**config.mk**
```make
export PLATFORM = sky130hd
export DESIGN_NAME = cpu_top
export DESIGN_NICKNAME = d
export VERILOG_FILES = /design/src/source/cpu_pkg.sv /design/src/source/address_unit.sv /design/src/source/cpu_controller.sv /design/src/source/cpu_top.sv /design/src/source/datapath.sv /design/src/source/instruction_decoder.sv /design/src/source/register_file.sv
export SDC_FILE = /design/constraint.sdc
export NUM_CORES = 1
export LEC_CHECK = 0
export ABC_AREA = 1
export BUFFER_PORTS_ARGS = -buffer_cell sky130_fd_sc_hd__buf_2
export CORE_ASPECT_RATIO = 0.6
export CORE_MARGIN = 4
export CORE_UTILIZATION = 60
export DETAILED_ROUTE_END_ITERATION = 12
export PLACE_DENSITY = 0.78
export SLEW_MARGIN = 5
export SYNTH_ARGS = -nofsm -noshare
export SYNTH_HDL_FRONTEND = slang
export SYNTH_SLANG_ARGS = --single-unit
```
**constraint.sdc**
```tcl
create_clock -name clk -period 6.88 [get_ports clk]
set_clock_uncertainty 0.15 [all_clocks]
set_input_delay 0.688 -clock clk [delete_from_list [all_inputs] [get_ports clk]]
set_output_delay 0.688 -clock clk [all_outputs]
set_load 0.05 [all_outputs]
```
**src/source/cpu_pkg.sv**
```systemverilog
package cpu_pkg;

   localparam int word_width    = 16;
   localparam int addr_width    = 9;
   localparam int reg_num_width = 3;
   localparam int reg_count     = 8;

   typedef logic [word_width-1:0]    word_t;
   typedef logic [addr_width-1:0]    addr_t;
   typedef logic [reg_num_width-1:0] reg_num_t;

   // Opcode field in bits 15 to 13
   typedef enum logic [2:0] {
      alu_op   = 3'b101,
      move_op  = 3'b110,
      load_op  = 3'b011,
      store_op = 3'b100,
      halt_op  = 3'b111
   } opcode_t;

   typedef logic [1:0] alu_code_t;

   localparam alu_code_t alu_add = 2'b00;
   // Compare has no flags left to set, so it adds
   localparam alu_code_t alu_cmp = 2'b01;
   localparam alu_code_t alu_and = 2'b10;
   localparam alu_code_t alu_not = 2'b11;

   typedef logic [1:0] shift_t;

   localparam shift_t shift_none  = 2'b00;
   localparam shift_t shift_left  = 2'b01;
   localparam shift_t shift_right = 2'b10;
   localparam shift_t shift_arith = 2'b11;

   // Which register field addresses the register file
   typedef enum logic [1:0] {
      sel_rm,
      sel_rd,
      sel_rn
   } nsel_t;

   // Write-back source
   typedef enum logic [1:0] {
      from_c,
      from_pc,
      from_imm8,
      from_mem
   } vsel_t;

   typedef enum logic [4:0] {
      reset_st, fetch_req, fetch_wait, update_pc, decode,
      get_a, get_b, get_b_rd, alu_exec, add_imm,
      write_addr, load_req, load_wait, store_req, store_wait,
      write_reg, write_imm, halt_st
   } state_t;

endpackage

```
**src/source/address_unit.sv**
```systemverilog
module address_unit #(
   parameter cpu_pkg::addr_t reset_pc_value = '0
) (
   input  logic           clk,
   input  logic           reset_pc,
   input  logic           load_pc,
   input  logic           load_addr,
   input  logic           addr_sel,
   input  cpu_pkg::word_t c_out,
   output cpu_pkg::addr_t pc,
   output cpu_pkg::addr_t mem_addr
);

   cpu_pkg::addr_t data_addr;

   always_ff @(posedge clk) begin
      if (load_pc)
         pc <= reset_pc ? reset_pc_value : pc + 9'd1;
   end

   // Word address of the next load or store
   always_ff @(posedge clk) begin
      if (load_addr)
         data_addr <= c_out[8:0];
   end

   assign mem_addr = addr_sel ? pc : data_addr;

endmodule

```
**src/source/cpu_controller.sv**
```systemverilog
module cpu_controller (
   input  logic             clk,
   input  logic             reset,
   input  cpu_pkg::opcode_t opcode,
   input  logic [1:0]       op,
   input  logic             mem_ack,
   output logic             loada,
   output logic             loadb,
   output logic             loadc,
   output logic             write,
   output logic             asel,
   output logic             bsel,
   output cpu_pkg::vsel_t   vsel,
   output cpu_pkg::nsel_t   nsel,
   output logic             load_ir,
   output logic             load_pc,
   output logic             reset_pc,
   output logic             load_addr,
   output logic             addr_sel,
   output logic             mem_req,
   output logic             mem_write,
   output logic             halted
);

   cpu_pkg::state_t state;
   cpu_pkg::state_t next_state;

   always_ff @(posedge clk) begin
      if (reset)
         state <= cpu_pkg::reset_st;
      else
         state <= next_state;
   end

   always_comb begin
      next_state = state;
      case (state)
         cpu_pkg::reset_st:   next_state = cpu_pkg::fetch_req;
         cpu_pkg::fetch_req:  if (mem_ack) next_state = cpu_pkg::fetch_wait;
         cpu_pkg::fetch_wait: if (!mem_ack) next_state = cpu_pkg::update_pc;
         cpu_pkg::update_pc:  next_state = cpu_pkg::decode;
         cpu_pkg::decode: begin
            case (opcode)
               cpu_pkg::move_op:
                  next_state = op[1] ? cpu_pkg::write_imm : cpu_pkg::get_b;
               cpu_pkg::alu_op:
                  next_state = (op == cpu_pkg::alu_not) ? cpu_pkg::get_b : cpu_pkg::get_a;
               cpu_pkg::load_op, cpu_pkg::store_op:
                  next_state = cpu_pkg::get_a;
               // HALT and anything undefined stop the machine
               default:
                  next_state = cpu_pkg::halt_st;
            endcase
         end
         cpu_pkg::get_a:
            next_state = (opcode == cpu_pkg::alu_op) ? cpu_pkg::get_b : cpu_pkg::add_imm;
         cpu_pkg::get_b:      next_state = cpu_pkg::alu_exec;
         cpu_pkg::get_b_rd:   next_state = cpu_pkg::alu_exec;
         cpu_pkg::alu_exec:
            next_state = (opcode == cpu_pkg::store_op) ? cpu_pkg::store_req : cpu_pkg::write_reg;
         cpu_pkg::add_imm:    next_state = cpu_pkg::write_addr;
         cpu_pkg::write_addr:
            next_state = (opcode == cpu_pkg::load_op) ? cpu_pkg::load_req : cpu_pkg::get_b_rd;
         cpu_pkg::load_req:   if (mem_ack) next_state = cpu_pkg::load_wait;
         cpu_pkg::load_wait:  if (!mem_ack) next_state = cpu_pkg::fetch_req;
         cpu_pkg::store_req:  if (mem_ack) next_state = cpu_pkg::store_wait;
         cpu_pkg::store_wait: if (!mem_ack) next_state = cpu_pkg::fetch_req;
         cpu_pkg::write_reg:  next_state = cpu_pkg::fetch_req;
         cpu_pkg::write_imm:  next_state = cpu_pkg::fetch_req;
         default:             next_state = cpu_pkg::halt_st;
      endcase
   end

   always_comb begin
      loada     = 1'b0;
      loadb     = 1'b0;
      loadc     = 1'b0;
      write     = 1'b0;
      asel      = 1'b0;
      bsel      = 1'b0;
      vsel      = cpu_pkg::from_c;
      nsel      = cpu_pkg::sel_rm;
      load_ir   = 1'b0;
      load_pc   = 1'b0;
      reset_pc  = 1'b0;
      load_addr = 1'b0;
      addr_sel  = 1'b1;
      mem_req   = 1'b0;
      mem_write = 1'b0;
      halted    = 1'b0;
      case (state)
         cpu_pkg::reset_st: begin
            load_pc  = 1'b1;
            reset_pc = 1'b1;
         end
         cpu_pkg::fetch_req: begin
            mem_req = 1'b1;
            // Instruction is captured while read data is valid
            load_ir = mem_ack;
         end
         cpu_pkg::update_pc: load_pc = 1'b1;
         cpu_pkg::get_a: begin
            loada = 1'b1;
            nsel  = cpu_pkg::sel_rn;
         end
         cpu_pkg::get_b: loadb = 1'b1;
         cpu_pkg::get_b_rd: begin
            loadb = 1'b1;
            nsel  = cpu_pkg::sel_rd;
         end
         cpu_pkg::alu_exec: begin
            loadc = 1'b1;
            // MOV and STR pass B through with a zero A operand
            asel  = (opcode == cpu_pkg::move_op) || (opcode == cpu_pkg::store_op);
         end
         cpu_pkg::add_imm: begin
            loadc = 1'b1;
            bsel  = 1'b1;
         end
         cpu_pkg::write_addr: load_addr = 1'b1;
         cpu_pkg::load_req: begin
            addr_sel = 1'b0;
            mem_req  = 1'b1;
            nsel     = cpu_pkg::sel_rd;
            vsel     = cpu_pkg::from_mem;
            write    = mem_ack;
         end
         cpu_pkg::load_wait:  addr_sel = 1'b0;
         cpu_pkg::store_req: begin
            addr_sel  = 1'b0;
            mem_req   = 1'b1;
            mem_write = 1'b1;
         end
         cpu_pkg::store_wait: addr_sel = 1'b0;
         cpu_pkg::write_reg: begin
            write = 1'b1;
            nsel  = cpu_pkg::sel_rd;
         end
         cpu_pkg::write_imm: begin
            write = 1'b1;
            nsel  = cpu_pkg::sel_rn;
            vsel  = cpu_pkg::from_imm8;
         end
         cpu_pkg::halt_st: halted = 1'b1;
         default: ;
      endcase
   end

endmodule

```
**src/source/cpu_top.sv**
```systemverilog
module cpu_top #(
   parameter cpu_pkg::addr_t reset_pc_value = '0
) (
   input  logic           clk,
   input  logic           reset,
   output logic           mem_req,
   output logic           mem_write,
   output cpu_pkg::addr_t mem_addr,
   output cpu_pkg::word_t mem_wdata,
   input  logic           mem_ack,
   input  cpu_pkg::word_t mem_rdata,
   output logic           halted
);

   logic loada;
   logic loadb;
   logic loadc;
   logic write;
   logic asel;
   logic bsel;
   logic load_ir;
   logic load_pc;
   logic reset_pc;
   logic load_addr;
   logic addr_sel;
   logic [1:0] op;

   cpu_pkg::vsel_t     vsel;
   cpu_pkg::nsel_t     nsel;
   cpu_pkg::opcode_t   opcode;
   cpu_pkg::reg_num_t  reg_num;
   cpu_pkg::shift_t    shift;
   cpu_pkg::alu_code_t alu_code;
   cpu_pkg::word_t     sximm5;
   cpu_pkg::word_t     sximm8;
   cpu_pkg::word_t     c_out;
   cpu_pkg::addr_t     pc;

   // Store data comes straight from the result register
   assign mem_wdata = c_out;

   cpu_controller controller0 (
      .clk(clk), .reset(reset), .opcode(opcode), .op(op), .mem_ack(mem_ack),
      .loada(loada), .loadb(loadb), .loadc(loadc), .write(write),
      .asel(asel), .bsel(bsel), .vsel(vsel), .nsel(nsel),
      .load_ir(load_ir), .load_pc(load_pc), .reset_pc(reset_pc),
      .load_addr(load_addr), .addr_sel(addr_sel),
      .mem_req(mem_req), .mem_write(mem_write), .halted(halted)
   );

   instruction_decoder decoder0 (
      .clk(clk), .load_ir(load_ir), .mem_rdata(mem_rdata), .nsel(nsel),
      .opcode(opcode), .op(op), .reg_num(reg_num), .shift(shift),
      .alu_code(alu_code), .sximm5(sximm5), .sximm8(sximm8)
   );

   datapath datapath0 (
      .clk(clk), .loada(loada), .loadb(loadb), .loadc(loadc), .write(write),
      .asel(asel), .bsel(bsel), .vsel(vsel), .reg_num(reg_num), .shift(shift),
      .alu_code(alu_code), .sximm5(sximm5), .sximm8(sximm8),
      .mem_rdata(mem_rdata), .pc(pc), .c_out(c_out)
   );

   address_unit #(.reset_pc_value(reset_pc_value)) address0 (
      .clk(clk), .reset_pc(reset_pc), .load_pc(load_pc), .load_addr(load_addr),
      .addr_sel(addr_sel), .c_out(c_out), .pc(pc), .mem_addr(mem_addr)
   );

endmodule

```
**src/source/datapath.sv**
```systemverilog
module datapath (
   input  logic               clk,
   input  logic               loada,
   input  logic               loadb,
   input  logic               loadc,
   input  logic               write,
   input  logic               asel,
   input  logic               bsel,
   input  cpu_pkg::vsel_t     vsel,
   input  cpu_pkg::reg_num_t  reg_num,
   input  cpu_pkg::shift_t    shift,
   input  cpu_pkg::alu_code_t alu_code,
   input  cpu_pkg::word_t     sximm5,
   input  cpu_pkg::word_t     sximm8,
   input  cpu_pkg::word_t     mem_rdata,
   input  cpu_pkg::addr_t     pc,
   output cpu_pkg::word_t     c_out
);

   cpu_pkg::word_t read_data;
   cpu_pkg::word_t write_data;
   cpu_pkg::word_t a_reg;
   cpu_pkg::word_t b_reg;
   cpu_pkg::word_t b_shift;
   cpu_pkg::word_t ain;
   cpu_pkg::word_t bin;
   cpu_pkg::word_t alu_out;

   register_file regs0 (
      .clk(clk), .write(write), .reg_num(reg_num),
      .write_data(write_data), .read_data(read_data)
   );

   always_ff @(posedge clk) begin
      if (loada)
         a_reg <= read_data;
      if (loadb)
         b_reg <= read_data;
      if (loadc)
         c_out <= alu_out;
   end

   always_comb begin
      case (shift)
         cpu_pkg::shift_left:  b_shift = {b_reg[14:0], 1'b0};
         cpu_pkg::shift_right: b_shift = {1'b0, b_reg[15:1]};
         cpu_pkg::shift_arith: b_shift = {b_reg[15], b_reg[15:1]};
         default:              b_shift = b_reg;
      endcase
   end

   assign ain = asel ? '0 : a_reg;
   assign bin = bsel ? sximm5 : b_shift;

   always_comb begin
      case (alu_code)
         cpu_pkg::alu_add, cpu_pkg::alu_cmp: alu_out = ain + bin;
         cpu_pkg::alu_and:                   alu_out = ain & bin;
         default:                            alu_out = ~bin;
      endcase
   end

   always_comb begin
      case (vsel)
         cpu_pkg::from_pc:   write_data = {7'b0, pc};
         cpu_pkg::from_imm8: write_data = sximm8;
         cpu_pkg::from_mem:  write_data = mem_rdata;
         default:            write_data = c_out;
      endcase
   end

endmodule

```
**src/source/instruction_decoder.sv**
```systemverilog
module instruction_decoder (
   input  logic               clk,
   input  logic               load_ir,
   input  cpu_pkg::word_t     mem_rdata,
   input  cpu_pkg::nsel_t     nsel,
   output cpu_pkg::opcode_t   opcode,
   output logic [1:0]         op,
   output cpu_pkg::reg_num_t  reg_num,
   output cpu_pkg::shift_t    shift,
   output cpu_pkg::alu_code_t alu_code,
   output cpu_pkg::word_t     sximm5,
   output cpu_pkg::word_t     sximm8
);

   cpu_pkg::word_t ir;
   logic           mem_instr;

   always_ff @(posedge clk) begin
      if (load_ir)
         ir <= mem_rdata;
   end

   assign opcode   = cpu_pkg::opcode_t'(ir[15:13]);
   assign op       = ir[12:11];
   assign alu_code = ir[12:11];

   // LDR and STR reuse bits 4:3 as part of the offset
   assign mem_instr = (opcode == cpu_pkg::load_op) || (opcode == cpu_pkg::store_op);
   assign shift     = mem_instr ? cpu_pkg::shift_none : ir[4:3];

   assign sximm5 = {{11{ir[4]}}, ir[4:0]};
   assign sximm8 = {{8{ir[7]}}, ir[7:0]};

   always_comb begin
      case (nsel)
         cpu_pkg::sel_rd: reg_num = ir[7:5];
         cpu_pkg::sel_rn: reg_num = ir[10:8];
         default:         reg_num = ir[2:0];
      endcase
   end

endmodule

```
**src/source/register_file.sv**
```systemverilog
module register_file (
   input  logic              clk,
   input  logic              write,
   input  cpu_pkg::reg_num_t reg_num,
   input  cpu_pkg::word_t    write_data,
   output cpu_pkg::word_t    read_data
);

   cpu_pkg::word_t regs [cpu_pkg::reg_count];

   always_ff @(posedge clk) begin
      if (write)
         regs[reg_num] <= write_data;
   end

   // Read and write share the selected register number
   assign read_data = regs[reg_num];

endmodule

```
==> flow_summary.ini <==
[placement]
hpwl_um = 19300
dp_cells = 1214
port_buffers = 46
dpl-instance-area_mm2 = 0.0108
gp_routability_congestion = 0.988

[logic_synthesis]
post_synth_inst_count = 937
synth_simple_gate_area_share_pct = 17.6
synth_mux_area_share_pct = 0
number_of_library_cell_types_mapped_by_synthesis = 45
proportion_of_register_bits_with_asynchronous_set_or_reset_after_synthesis_pct = 0
number_of_enable_type_register_cells_in_the_synthesized_netlist = 210
mappedNetlistNets = 976
complex_gate_fraction_of_the_synthesized_area_pct = 10.9
post_synth_xor_area_fraction_pct = 0.0868
synth.cell_area_mm2 = 0.0101
synth-main-ff-cell = edfxtp_1
yosys_warnings = 0
yosys.area_share.adder_pct = 2.55
synth_top_family_by_area = simple AND/OR/NAND/NOR gates
syn_area_per_cell_um2 = 10.8
synth.ff_latch_count = 215
synth_sequential_area_ratio_pct = 63.5

[finish]
final_nets = 1048
finish.utilization_pct = 70.3
fillCellCount = 1203
syn2layout_area_growth_pct = 13.9
final_design_area_no_fill_mm2 = 0.0115
layout.cells.most_common = edfxtp_1
commonest_cells_after_routing_fill_and_taps_aside = edfxtp_1, nand2_1, inv_1
largest_register = datapath0.regs0.regs
antenna-diode-count = 0
stdcell_count = 1251
largest_register_ff_count = 128
share_of_post_route_cells_with_drive_strength_above_1_pct = 15.3

[cts]
cts_repair_resize_count = 0
cts.path.max_buffers = 3
post_cts.repair.setup_buffers = 0
post_cts_hold_buffer_count = 0
ctsRootBufferMaster = clkbuf_16
worstSkewPairLatency_ns = 0.50
cts.reportedPaths.clkPinSlew_ns = 0.07
cts_tree = built
cts_htree_levels = 1
numCtsBuffers = 21
cts.sinks = 215

[critical_path]
reg2reg_to = datapath0.b_reg[9]$_DFFE_PP_
r2r_setup_slack_ns = 2.64
r2r_cells = 14
cp_max_fo = 16
worst_ep_required_time_ns = 7.02
sort_of_element_at_the_end_of_the_critical_path = flop
startpoint_of_the_lowest_slack_register_to_register_path = controller0.state[2]$_SDFFE_PP0P_
worst-endpoint-arrival_ns = 4.38
cp-start-kind = flop
worst-setup-path-type = flop to flop

[worst_hold_path]
worstHoldPathType = input port to flop
cell_count_of_the_worst_hold_path = 1
holdCritStartpoint = mem_rdata[6]
min_delay_worst_endpoint = decoder0.ir[6]$_DFFE_PP_

[timing]
final_worst_path_cycle_share_pct = 61.7
finalHoldViolations = 0
setup_violations = 0
report.final.slew_viol_count = 0
max-slew-margin-rel_pct = 14.8
timing_worst_slew_pin_value_ns = 1.27
fin_setup_tns_ns = 0
timing.final.crit_period_ns = 4.24
fmax_mhz = 236
grt_setup_unrepaired = false

[die]
dieWidth_um = 175
floorplan.rows = 36
die_area_mm2 = 0.0190
chipHeight_um = 108
placeableCoreArea_mm2 = 0.0164
initial_util_pct = 61.7
floorplan.io_pins = 47

[global_routing]
gr-usage-met2_pct = 39.4
gr-max-usage-layer = met1
use_met3_pct = 10.3
met1_usage_pct = 45.7
grt_usage_pct = 29.2
grt_pass1_wl_um = 41900
initial_antenna_violation_count = 0
total_grt_overflow = 0
via_count_of_the_first_global_routing_pass = 7036
largest_net_degree_at_the_start_of_global_routing = 21

[drt]
drt-initial-drc-count = 1268
via_count = 7696
finalWirelength_um = 27600
detailedRoute.firstPassIterationCount = 5
drtAntennaViolNets = 0
total_drc_errors_in_the_routed_layout = 0
vias_per_cell = 6.15
detail_route.wl_per_cell_um = 22.0

[pwr]
power_density_over_the_cells_mw_per_mm2 = 297
static-leakage-power_nw = 4.45
irDropWorstVdd_uv = 319

[run]
drv_cap = 0

[outcome]
run_status = finished, final reports clean
## final cells by class
type                            count  area [µm²]  area share [%]
Tap cell                          228         285            2.48
Inverter                          120         455            3.96
Clock buffer                       22         529            4.61
Sequential cell                   215        6410            55.8
Multi-Input combinational cell    583        3210            28.0
Timing Repair Buffer               68         395            3.44
Clock inverter                     15         203            1.76
## critical path, stage by stage (launching register included)
cell       delay (ns)
dfxtp_1          0.39
nor2_1           0.20
nand2_1          0.13
nor2_1           0.49
nor2_1           0.13
inv_1            0.09
ha_1             0.24
inv_1            0.16
nand3_1          0.13
nand2_2          0.23
inv_1            0.21
nor3_2           1.03
a22o_1           0.29
a221oi_1         0.05
o2111ai_1        0.11
## power breakdown
| part | internal (mW) | switching (mW) | leakage (nW) |
|---|---|---|---|
| combinational | 0.174 | 0.464 | 2.15 |
| clock | 0.719 | 0.508 | 0.349 |
| sequential | 1.51 | 0.0360 | 1.95 |
| total | 2.40 | 1.01 | 4.45 |
## cells in the mapped netlist (3+ instances only)
cell type	instances	share of area, %
ha_1	19	2.4
inv_2	8	0.30
o211ai_1	10	0.74
nor2_4	4	0.45
nand2_1	190	7.1
nor4_1	9	0.56
inv_1	110	4.1
or2_2	3	0.19
a22o_1	7	0.61
nand4_1	12	0.74
nand3b_1	6	0.45
a22oi_1	24	1.8
a21oi_1	51	2.5
o21ai_0	38	1.9
o22ai_1	5	0.31
edfxtp_1	210	63
nand2_2	14	0.87
o221ai_1	5	0.43
nor3_1	18	0.89
dfxtp_1	5	0.99
nand3_1	56	2.8
o2111ai_1	5	0.43
a221oi_1	15	1.3
nand3_2	4	0.40
buf_2	7	0.35
clkbuf_1	10	0.37
nor2_1	68	2.5
## metal layers
metal,share of wire [%],up-vias
met5,0,-
met4,2.2,0
met3,15,51
met2,39,568
met1,43,3588
li1,-,3489
## worst max path at each step
stage,from,end,slack [ns]
after floorplan,controller0.state[1]$_SDFFE_PP0P_,datapath0.regs0.regs[0][0]$_DFFE_PP_,2.21
after CTS,controller0.state[2]$_SDFFE_PP0P_,datapath0.a_reg[1]$_DFFE_PN_,2.73
after global placement,controller0.state[2]$_SDFFE_PP0P_,datapath0.a_reg[1]$_DFFE_PN_,2.89
final,controller0.state[2]$_SDFFE_PP0P_,datapath0.b_reg[9]$_DFFE_PP_,2.64
after detailed placement,controller0.state[2]$_SDFFE_PP0P_,datapath0.a_reg[1]$_DFFE_PN_,2.74
after global routing,controller0.state[2]$_SDFFE_PP0P_,datapath0.a_reg[2]$_DFFE_PN_,2.28
## cells by family (layout without fill, tap and decap cells)
logic type / count (synthesis) / after routing
AND/OR/NAND/NOR: 391 / 391
AO/OA/AOI/OAI: 171 / 171
flip-flops: 215 / 215
buffers and inverters: 139 / 225
XOR/XNOR: 1 / 1
adder cells (fa/ha/maj): 20 / 20
## per-stage QoR
stage	worst slack (ns)	hold WS [ns]	total power, mW
final	2.64	0.227	3.41
after global routing	2.28	0.220	3.54
after CTS	2.73	0.224	3.40
after detailed placement	2.74	0.362	2.19
after global placement	2.89	0.355	2.17
after floorplan	2.21	0.328	2.01
Power figures use the tool's default switching activity.
